[src/hw/fade_pkg.sv]
`default_nettype none

package fade_pkg;

  // raster timing of the reduced 16x8 screen
  localparam int H_VISIBLE     = 16;
  localparam int H_FRONT_PORCH = 2;
  localparam int H_SYNC_PULSE  = 3;
  localparam int H_BACK_PORCH  = 3;
  localparam int H_WHOLE_LINE  = 24;

  localparam int V_VISIBLE     = 8;
  localparam int V_FRONT_PORCH = 1;
  localparam int V_SYNC_PULSE  = 2;
  localparam int V_BACK_PORCH  = 1;
  localparam int V_WHOLE_FRAME = 12;

  // sync windows, start inclusive and end exclusive
  localparam int H_SYNC_START = H_VISIBLE + H_FRONT_PORCH;
  localparam int H_SYNC_END   = H_SYNC_START + H_SYNC_PULSE;
  localparam int V_SYNC_START = V_VISIBLE + V_FRONT_PORCH;
  localparam int V_SYNC_END   = V_SYNC_START + V_SYNC_PULSE;

  localparam int FB_WORDS = H_VISIBLE * V_VISIBLE;

  // fading
  localparam int FADE_START_AGE        = 4;
  localparam int FADE_HALF_AGE         = 2;
  localparam int FADE_FIFO_DEPTH       = 8;
  localparam int FADE_FIFO_ALMOST_FULL = 4;
  localparam int FADE_FIFO_PTR_W       = $clog2(FADE_FIFO_DEPTH);
  localparam int FADE_FIFO_COUNT_W     = $clog2(FADE_FIFO_DEPTH + 1);

  typedef logic [3:0]  color_t;
  typedef logic [11:0] pixel_t;
  typedef logic [3:0]  age_t;
  typedef logic [15:0] fb_word_t;
  typedef logic [3:0]  fb_x_t;
  typedef logic [2:0]  fb_y_t;
  typedef logic [6:0]  fb_addr_t;
  typedef logic [4:0]  h_count_t;
  typedef logic [3:0]  v_count_t;

endpackage

`default_nettype wire
[src/hw/gfx_vga_fade.sv]
`timescale 1ns/100ps
`default_nettype none

module gfx_vga_fade
  import fade_pkg::*;
(
  input  logic   clk,
  input  logic   reset,

  // drawing port
  input  fb_x_t  gfx_x,
  input  fb_y_t  gfx_y,
  input  pixel_t gfx_color,
  input  logic   gfx_valid,
  output logic   gfx_ready,

  // display
  input  logic   vga_enable,
  output color_t vga_red,
  output color_t vga_grn,
  output color_t vga_blu,
  output logic   vga_hsync,
  output logic   vga_vsync
);

  // raster position
  logic     rt_visible;
  fb_addr_t rt_addr;
  logic     rt_hsync;
  logic     rt_vsync;

  // frame ram
  fb_addr_t rd_addr;
  fb_word_t rd_data;
  logic     we;
  fb_addr_t waddr;
  fb_word_t wdata;

  // displayed pixel
  logic     pix_valid;
  pixel_t   pix_color;
  age_t     pix_age;
  fb_addr_t pix_addr;

  // fade path
  logic     fade_push;
  fb_addr_t fade_addr;
  fb_word_t fade_word;
  logic     fade_pop;
  logic     fade_empty;
  logic     fade_almost_full;
  fb_addr_t head_addr;
  fb_word_t head_word;

  raster_timing u_raster_timing (
    .clk     (clk),
    .reset   (reset),
    .enable  (vga_enable),
    .h_count (),
    .v_count (),
    .visible (rt_visible),
    .addr    (rt_addr),
    .hsync   (rt_hsync),
    .vsync   (rt_vsync)
  );

  fb_scanner u_fb_scanner (
    .clk       (clk),
    .reset     (reset),
    .enable    (vga_enable),
    .visible   (rt_visible),
    .addr      (rt_addr),
    .hsync     (rt_hsync),
    .vsync     (rt_vsync),
    .rd_addr   (rd_addr),
    .rd_data   (rd_data),
    .pix_valid (pix_valid),
    .pix_color (pix_color),
    .pix_age   (pix_age),
    .pix_addr  (pix_addr),
    .pix_hsync (vga_hsync),
    .pix_vsync (vga_vsync)
  );

  frame_ram u_frame_ram (
    .clk     (clk),
    .we      (we),
    .waddr   (waddr),
    .wdata   (wdata),
    .rd_addr (rd_addr),
    .rd_data (rd_data)
  );

  fade_stage u_fade_stage (
    .clk       (clk),
    .reset     (reset),
    .pix_valid (pix_valid),
    .pix_color (pix_color),
    .pix_age   (pix_age),
    .pix_addr  (pix_addr),
    .fade_push (fade_push),
    .fade_addr (fade_addr),
    .fade_word (fade_word)
  );

  fade_fifo u_fade_fifo (
    .clk         (clk),
    .reset       (reset),
    .push        (fade_push),
    .push_addr   (fade_addr),
    .push_word   (fade_word),
    .pop         (fade_pop),
    .empty       (fade_empty),
    .almost_full (fade_almost_full),
    .head_addr   (head_addr),
    .head_word   (head_word)
  );

  fb_write_arbiter u_fb_write_arbiter (
    .clk              (clk),
    .reset            (reset),
    .fade_empty       (fade_empty),
    .fade_almost_full (fade_almost_full),
    .fade_addr        (head_addr),
    .fade_word        (head_word),
    .fade_pop         (fade_pop),
    .gfx_x            (gfx_x),
    .gfx_y            (gfx_y),
    .gfx_color        (gfx_color),
    .gfx_valid        (gfx_valid),
    .gfx_ready        (gfx_ready),
    .we               (we),
    .waddr            (waddr),
    .wdata            (wdata)
  );

  assign {vga_red, vga_grn, vga_blu} = pix_color;

endmodule

`default_nettype wire

[src/hw/fb_write_arbiter.sv]
`timescale 1ns/100ps
`default_nettype none

module fb_write_arbiter
  import fade_pkg::*;
(
  input  logic     clk,
  input  logic     reset,
  input  logic     fade_empty,
  input  logic     fade_almost_full,
  input  fb_addr_t fade_addr,
  input  fb_word_t fade_word,
  output logic     fade_pop,
  input  fb_x_t    gfx_x,
  input  fb_y_t    gfx_y,
  input  pixel_t   gfx_color,
  input  logic     gfx_valid,
  output logic     gfx_ready,
  output logic     we,
  output fb_addr_t waddr,
  output fb_word_t wdata
);

  fb_addr_t gfx_addr;
  fb_word_t gfx_word;
  logic     gfx_fire;
  logic     fade_busy_q;

  assign gfx_addr = fb_addr_t'(fb_addr_t'(gfx_y) * fb_addr_t'(H_VISIBLE) + fb_addr_t'(gfx_x));

  // every client pixel starts its life at full age
  assign gfx_word = {age_t'(FADE_START_AGE), gfx_color};

  // fade write-backs always win the port
  assign fade_pop = !fade_empty;

  // the client gets the port back one idle cycle after the last fade write
  assign gfx_ready = fade_empty && !fade_almost_full && !fade_busy_q;
  assign gfx_fire  = gfx_valid && gfx_ready;

  always_ff @(posedge clk) begin
    if (reset) begin
      fade_busy_q <= 1'b0;
    end else begin
      fade_busy_q <= fade_pop;
    end
  end

  always_comb begin
    we    = fade_pop || gfx_fire;
    waddr = gfx_addr;
    wdata = gfx_word;
    if (fade_pop) begin
      waddr = fade_addr;
      wdata = fade_word;
    end
  end

endmodule

`default_nettype wire

[src/hw/fade_fifo.sv]
`timescale 1ns/100ps
`default_nettype none

module fade_fifo
  import fade_pkg::*;
(
  input  logic     clk,
  input  logic     reset,
  input  logic     push,
  input  fb_addr_t push_addr,
  input  fb_word_t push_word,
  input  logic     pop,
  output logic     empty,
  output logic     almost_full,
  output fb_addr_t head_addr,
  output fb_word_t head_word
);

  typedef logic [FADE_FIFO_PTR_W-1:0]   ptr_t;
  typedef logic [FADE_FIFO_COUNT_W-1:0] count_t;

  fb_addr_t addr_mem [FADE_FIFO_DEPTH];
  fb_word_t word_mem [FADE_FIFO_DEPTH];
  ptr_t     wr_ptr;
  ptr_t     rd_ptr;
  count_t   count;
  logic     full;
  logic     do_push;
  logic     do_pop;

  function automatic ptr_t ptr_next(input ptr_t ptr);
    return (ptr == ptr_t'(FADE_FIFO_DEPTH - 1)) ? '0 : ptr + ptr_t'(1);
  endfunction

  assign empty       = (count == '0);
  assign full        = (count == count_t'(FADE_FIFO_DEPTH));
  assign almost_full = (count >= count_t'(FADE_FIFO_ALMOST_FULL));
  assign do_push     = push && !full;
  assign do_pop      = pop && !empty;

  always_ff @(posedge clk) begin
    if (reset) begin
      wr_ptr <= '0;
      rd_ptr <= '0;
      count  <= '0;
    end else begin
      if (do_push) wr_ptr <= ptr_next(wr_ptr);
      if (do_pop) rd_ptr <= ptr_next(rd_ptr);
      if (do_push && !do_pop) begin
        count <= count + count_t'(1);
      end else if (do_pop && !do_push) begin
        count <= count - count_t'(1);
      end
    end
  end

  always_ff @(posedge clk) begin
    if (do_push) begin
      addr_mem[wr_ptr] <= push_addr;
      word_mem[wr_ptr] <= push_word;
    end
  end

  // first word fall through
  assign head_addr = addr_mem[rd_ptr];
  assign head_word = word_mem[rd_ptr];

endmodule

`default_nettype wire

[src/hw/fade_stage.sv]
`timescale 1ns/100ps
`default_nettype none

module fade_stage
  import fade_pkg::*;
(
  input  logic     clk,
  input  logic     reset,
  input  logic     pix_valid,
  input  pixel_t   pix_color,
  input  age_t     pix_age,
  input  fb_addr_t pix_addr,
  output logic     fade_push,
  output fb_addr_t fade_addr,
  output fb_word_t fade_word
);

  color_t red;
  color_t grn;
  color_t blu;
  logic   lit;
  age_t   next_age;
  pixel_t next_color;

  assign {red, grn, blu} = pix_color;

  // black pixels and pixels already at age zero are left alone
  assign lit = pix_valid && (pix_color != '0) && (pix_age != '0);

  always_comb begin
    next_age = pix_age - age_t'(1);
    if (next_age == '0) begin
      next_color = '0;
    end else if (next_age == age_t'(FADE_HALF_AGE)) begin
      next_color = {red >> 1, grn >> 1, blu >> 1};
    end else begin
      next_color = pix_color;
    end
  end

  always_ff @(posedge clk) begin
    if (reset) begin
      fade_push <= 1'b0;
    end else begin
      fade_push <= lit;
    end
  end

  always_ff @(posedge clk) begin
    if (lit) begin
      fade_addr <= pix_addr;
      fade_word <= {next_age, next_color};
    end
  end

endmodule

`default_nettype wire

[src/hw/frame_ram.sv]
`timescale 1ns/100ps
`default_nettype none

module frame_ram
  import fade_pkg::*;
(
  input  logic     clk,
  input  logic     we,
  input  fb_addr_t waddr,
  input  fb_word_t wdata,
  input  fb_addr_t rd_addr,
  output fb_word_t rd_data
);

  fb_word_t mem [FB_WORDS];

  always_ff @(posedge clk) begin
    if (we) begin
      mem[waddr] <= wdata;
    end
  end

  // read before write on a same-address collision
  always_ff @(posedge clk) begin
    rd_data <= mem[rd_addr];
  end

endmodule

`default_nettype wire

[src/hw/fb_scanner.sv]
`timescale 1ns/100ps
`default_nettype none

module fb_scanner
  import fade_pkg::*;
(
  input  logic     clk,
  input  logic     reset,
  input  logic     enable,
  input  logic     visible,
  input  fb_addr_t addr,
  input  logic     hsync,
  input  logic     vsync,
  output fb_addr_t rd_addr,
  input  fb_word_t rd_data,
  output logic     pix_valid,
  output pixel_t   pix_color,
  output age_t     pix_age,
  output fb_addr_t pix_addr,
  output logic     pix_hsync,
  output logic     pix_vsync
);

  logic     vis_d1;
  logic     hsync_d1;
  logic     vsync_d1;
  fb_addr_t addr_d1;
  age_t     rd_age;
  pixel_t   rd_color;

  assign {rd_age, rd_color} = rd_data;

  // while paused, keep re-reading the word of the position held in stage one,
  // so the ram output still matches it when the display resumes
  assign rd_addr = enable ? addr : addr_d1;

  // stage one, in step with the ram read
  always_ff @(posedge clk) begin
    if (reset) begin
      vis_d1   <= 1'b0;
      hsync_d1 <= 1'b1;
      vsync_d1 <= 1'b1;
    end else if (enable) begin
      vis_d1   <= visible;
      hsync_d1 <= hsync;
      vsync_d1 <= vsync;
    end
  end

  always_ff @(posedge clk) begin
    if (enable) begin
      addr_d1  <= addr;
      pix_addr <= addr_d1;
    end
  end

  // stage two, the output register
  always_ff @(posedge clk) begin
    if (reset) begin
      pix_valid <= 1'b0;
      pix_color <= '0;
      pix_age   <= '0;
      pix_hsync <= 1'b1;
      pix_vsync <= 1'b1;
    end else begin
      // one pulse per displayed pixel, so a pause does not age it twice
      pix_valid <= enable && vis_d1;
      if (enable) begin
        pix_color <= vis_d1 ? rd_color : '0;
        pix_age   <= vis_d1 ? rd_age : '0;
        pix_hsync <= hsync_d1;
        pix_vsync <= vsync_d1;
      end
    end
  end

endmodule

`default_nettype wire

[src/hw/raster_timing.sv]
`timescale 1ns/100ps
`default_nettype none

module raster_timing
  import fade_pkg::*;
(
  input  logic     clk,
  input  logic     reset,
  input  logic     enable,
  output h_count_t h_count,
  output v_count_t v_count,
  output logic     visible,
  output fb_addr_t addr,
  output logic     hsync,
  output logic     vsync
);

  logic h_last;
  logic v_last;

  assign h_last = (h_count == h_count_t'(H_WHOLE_LINE - 1));
  assign v_last = (v_count == v_count_t'(V_WHOLE_FRAME - 1));

  // the position only moves while the display is enabled
  always_ff @(posedge clk) begin
    if (reset) begin
      h_count <= '0;
      v_count <= '0;
    end else if (enable) begin
      if (h_last) begin
        h_count <= '0;
        if (v_last) begin
          v_count <= '0;
        end else begin
          v_count <= v_count + v_count_t'(1);
        end
      end else begin
        h_count <= h_count + h_count_t'(1);
      end
    end
  end

  assign visible = (h_count < h_count_t'(H_VISIBLE)) && (v_count < v_count_t'(V_VISIBLE));

  // syncs are active low
  assign hsync = !((h_count >= h_count_t'(H_SYNC_START)) &&
                   (h_count < h_count_t'(H_SYNC_END)));
  assign vsync = !((v_count >= v_count_t'(V_SYNC_START)) &&
                   (v_count < v_count_t'(V_SYNC_END)));

  // row major, only meaningful inside the visible area
  assign addr = fb_addr_t'(fb_addr_t'(v_count) * fb_addr_t'(H_VISIBLE) + fb_addr_t'(h_count));

endmodule

`default_nettype wire

[config.mk]
export PLATFORM = sky130hd
export DESIGN_NAME = gfx_vga_fade
export DESIGN_NICKNAME = d
export VERILOG_FILES = /design/src/hw/fade_pkg.sv /design/src/hw/gfx_vga_fade.sv /design/src/hw/fb_write_arbiter.sv /design/src/hw/fade_fifo.sv /design/src/hw/fade_stage.sv /design/src/hw/frame_ram.sv /design/src/hw/fb_scanner.sv /design/src/hw/raster_timing.sv
export SDC_FILE = /design/constraint.sdc
export NUM_CORES = 2
export LEC_CHECK = 0
export BUFFER_PORTS_ARGS = -buffer_cell sky130_fd_sc_hd__buf_2
export CAP_MARGIN = 20
export CORE_UTILIZATION = 68
export DETAILED_ROUTE_END_ITERATION = 10
export GPL_TIMING_DRIVEN = 0
export PLACE_DENSITY_LB_ADDON = 0.15
export SYNTH_ARGS = -nofsm -noshare
export SYNTH_HDL_FRONTEND = slang
export SYNTH_HIERARCHICAL = 1
export SYNTH_SLANG_ARGS = --single-unit
[constraint.sdc]
create_clock -name clk -period 10.8 [get_ports clk]
set_clock_uncertainty 0.05 [all_clocks]
set_input_delay 0.54 -clock clk [delete_from_list [all_inputs] [get_ports clk]]
set_output_delay 0.54 -clock clk [all_outputs]
set_load 0.01 [all_outputs]
==> impl_metrics.json <==
{
  "slowest_stage": "nor2_1",
  "holdWs_ns": 0.0905,
  "period_share_pct": 53.0,
  "vias": 44849,
  "worstPathArrival_ns": 6.22,
  "p_switching_w": 0.00420,
  "maxCapViolations": 0,
  "vias_per_cell": 7.42,
  "path_cells": "buf_2 -> buf_1 -> mux4_1 -> mux2_2 -> mux2_4 -> clkbuf_1 -> nor2b_1 -> nand3_1 -> clkbuf_1 -> buf_8 -> nor2_1 -> buf_4",
  "cts_max_level": 4,
  "die_w_um": 365,
  "multi_input_area_um2": 19800,
  "track_usage_pct": 37.7,
  "fin_ws_ns": 5.08,
  "status": "finished clean",
  "wl_um": 245000,
  "drtAntennaViolNets": 0,
  "gr-total-overflow": 0,
  "cts_setup_buffers": 0,
  "p_leak_nw": 31.3,
  "tightest_slew_ns": 1.21,
  "dpl.hpwl_um": 144000,
  "worst_setup_path_start_kind": "flip-flop",
  "intPower_w": 0.0149,
  "syn_nets": 3742,
  "power_w": 0.0191,
  "final-setup-viol-count": 0,
  "cts_tree": "yes",
  "maxSlewViolCount": 0,
  "io_pins": 38,
  "area_delta_synth_final_pct": 13.7,
  "post_cts_resize_count": 0,
  "routedWlPerCell_um": 40.5,
  "pwr-share-seq_pct": 52.2,
  "cts_sinks": 2331,
  "dp_worst_setup_slack_ns": 5.39,
  "hold_violations": 0,
  "dieArea_um2": 133000,
  "rsz0062_at_grt": "false",
  "fmax_mhz": 175,
  "start_util_pct": 68.9,
  "crit_path_end_kind": "flip-flop",
  "hold_buffers": 1,
  "crit_top_cell": "clkbuf_1",
  "sw_frac_of_total_pct": 22.0,
  "core_area_um2": 130000,
  "syn_area_um2": 89700,
  "power_frac_clock_pct": 40.8,
  "power_frac_comb_pct": 7.0,
  "die_h_um": 365,
  "cts_buffers": 218,
  "rows": 132,
  "max_stage_delay_ns": 0.89,
  "syn-instance-count": 3702,
  "yosysWarningCount": 6,
  "regArea_um2": 69300,
  "fillerInstances": 6062,
  "grt_max_degree": 129,
  "place.gp.congestion": 0.987,
  "grt_pass1_vias": 45029,
  "p_per_area_nw_per_um2": 187,
  "route.detailed.drc": 0,
  "peakVddDrop_v": 0.000178,
  "layout_min_cycle_time_ns": 5.72,
  "slew_headroom_pct": 19.6,
  "clock_latency_ns": 0.85,
  "worstSetupPathType": "reg2reg",
  "drtIter0Drc": 7364,
  "finalNetCount": 4146,
  "min_path_type": "in2reg",
  "critical_path_required_ns": 11.30,
  "setup_tns_ns": 0,
  "critPathMaxFanout": 11,
  "drt_pass1_iterations": 6,
  "grt_pass1_wl_um": 340000,
  "cts.reportedPaths.clkPinSlew_ns": 0.06,
  "drive_above_1_share_pct": 35.0,
  "clockRootBuffer": "clkbuf_16",
  "clk_path_buf_depth": 3,
  "post_synth.cell_area_avg_um2": 24.2,
  "port-buffer-count": 37,
  "antenna_found_initial": 28
}
## critical path, delay by kind of cell, from the launching register on
kind | cells | cell delay [ns]
buffers and inverters | 6 | 2.28
AND/OR/NAND/NOR | 3 | 1.75
multiplexers | 3 | 1.02
flip-flops | 1 | 0.33
## area by class of cell
| type | instances | share of cell area [%] |
|---|---|---|
| antenna | 7 | 0.0172 |
| buffer | 194 | 0.941 |
| clock buffer | 264 | 5.74 |
| clock inverter | 145 | 1.32 |
| inverter | 15 | 0.0552 |
| multi-input combinational | 1162 | 19.4 |
| sequential | 2331 | 68.0 |
| tap | 1742 | 2.14 |
| timing repair buffer | 184 | 2.44 |
## per-stage QoR
| stage | cell area, um2 | util [%] | instances |
|---|---|---|---|
| 2_1_floorplan | 89700 | - | 3702 |
| 3_3_place_gp | 92100 | 70.7 | 5481 |
| 3_5_place_dp | 94700 | 72.8 | 5624 |
| 4_1_cts | 102000 | 78.3 | 6034 |
| 5_1_grt | 102000 | 78.4 | 6037 |
| 6_report | 102000 | 78.4 | 6044 |
## cell usage in the layout (no fill, tap or decap), types with 32 or more instances in the layout
| cell | n |
|---|---|
| edfxtp_1 | 2262 |
| mux4_2 | 681 |
| clkbuf_16 | 226 |
| clkbuf_1 | 114 |
| nor2_2 | 103 |
| buf_2 | 93 |
| buf_8 | 73 |
| dfxtp_1 | 69 |
| clkinv_1 | 54 |
| mux2_2 | 49 |
| clkinv_2 | 45 |
| buf_6 | 43 |
| nor2_1 | 42 |
| mux4_1 | 37 |
| buf_1 | 32 |
## flip-flops by register name (all words and copies together), names as in the netlist, 12 cells and up, named ones only
name,count
u_frame_ram/rd_data,16
u_frame_ram/mem,2048
u_fb_scanner/pix_color,12
u_fade_stage/fade_word,16
u_fade_fifo/addr_mem,56
u_fade_fifo/word_mem,128
## worst paths after layout
kind	from	end	slack [ns]	cells after the start
setup / recovery	flip-flop	u_frame_ram/mem[45][12]	5.08	12
hold / removal	vga_enable	u_fb_scanner/pix_addr[4]	0.09	1
setup reg to reg	flip-flop	u_frame_ram/mem[45][12]	5.08	12
hold reg to reg	u_fb_scanner/pix_addr[2]	u_fade_stage/fade_addr[2]	0.37	0
## routing by layer
metal	vias up	GRT usage, %	wire length [um]	part of all wire, %
li1	16746	-	-	-
met1	23381	49.8	80100	33
met2	3918	59.8	119000	48
met3	770	9.57	31700	13
met4	34	18.6	14100	5.8
met5	-	0	244	0.10
## power groups by stage
stage | Sequential (W) | Combinational (W) | Clock, W
after floorplan | 0.0102 | 0.000784 | 0
after global placement | 0.0102 | 0.00121 | 0
after detailed placement | 0.0102 | 0.00128 | 0
after CTS | 0.00998 | 0.00132 | 0.00783
after global routing | 0.00998 | 0.00137 | 0.00813
final | 0.00998 | 0.00134 | 0.00780
No activity file was read; power rests on OpenSTA's default activity.
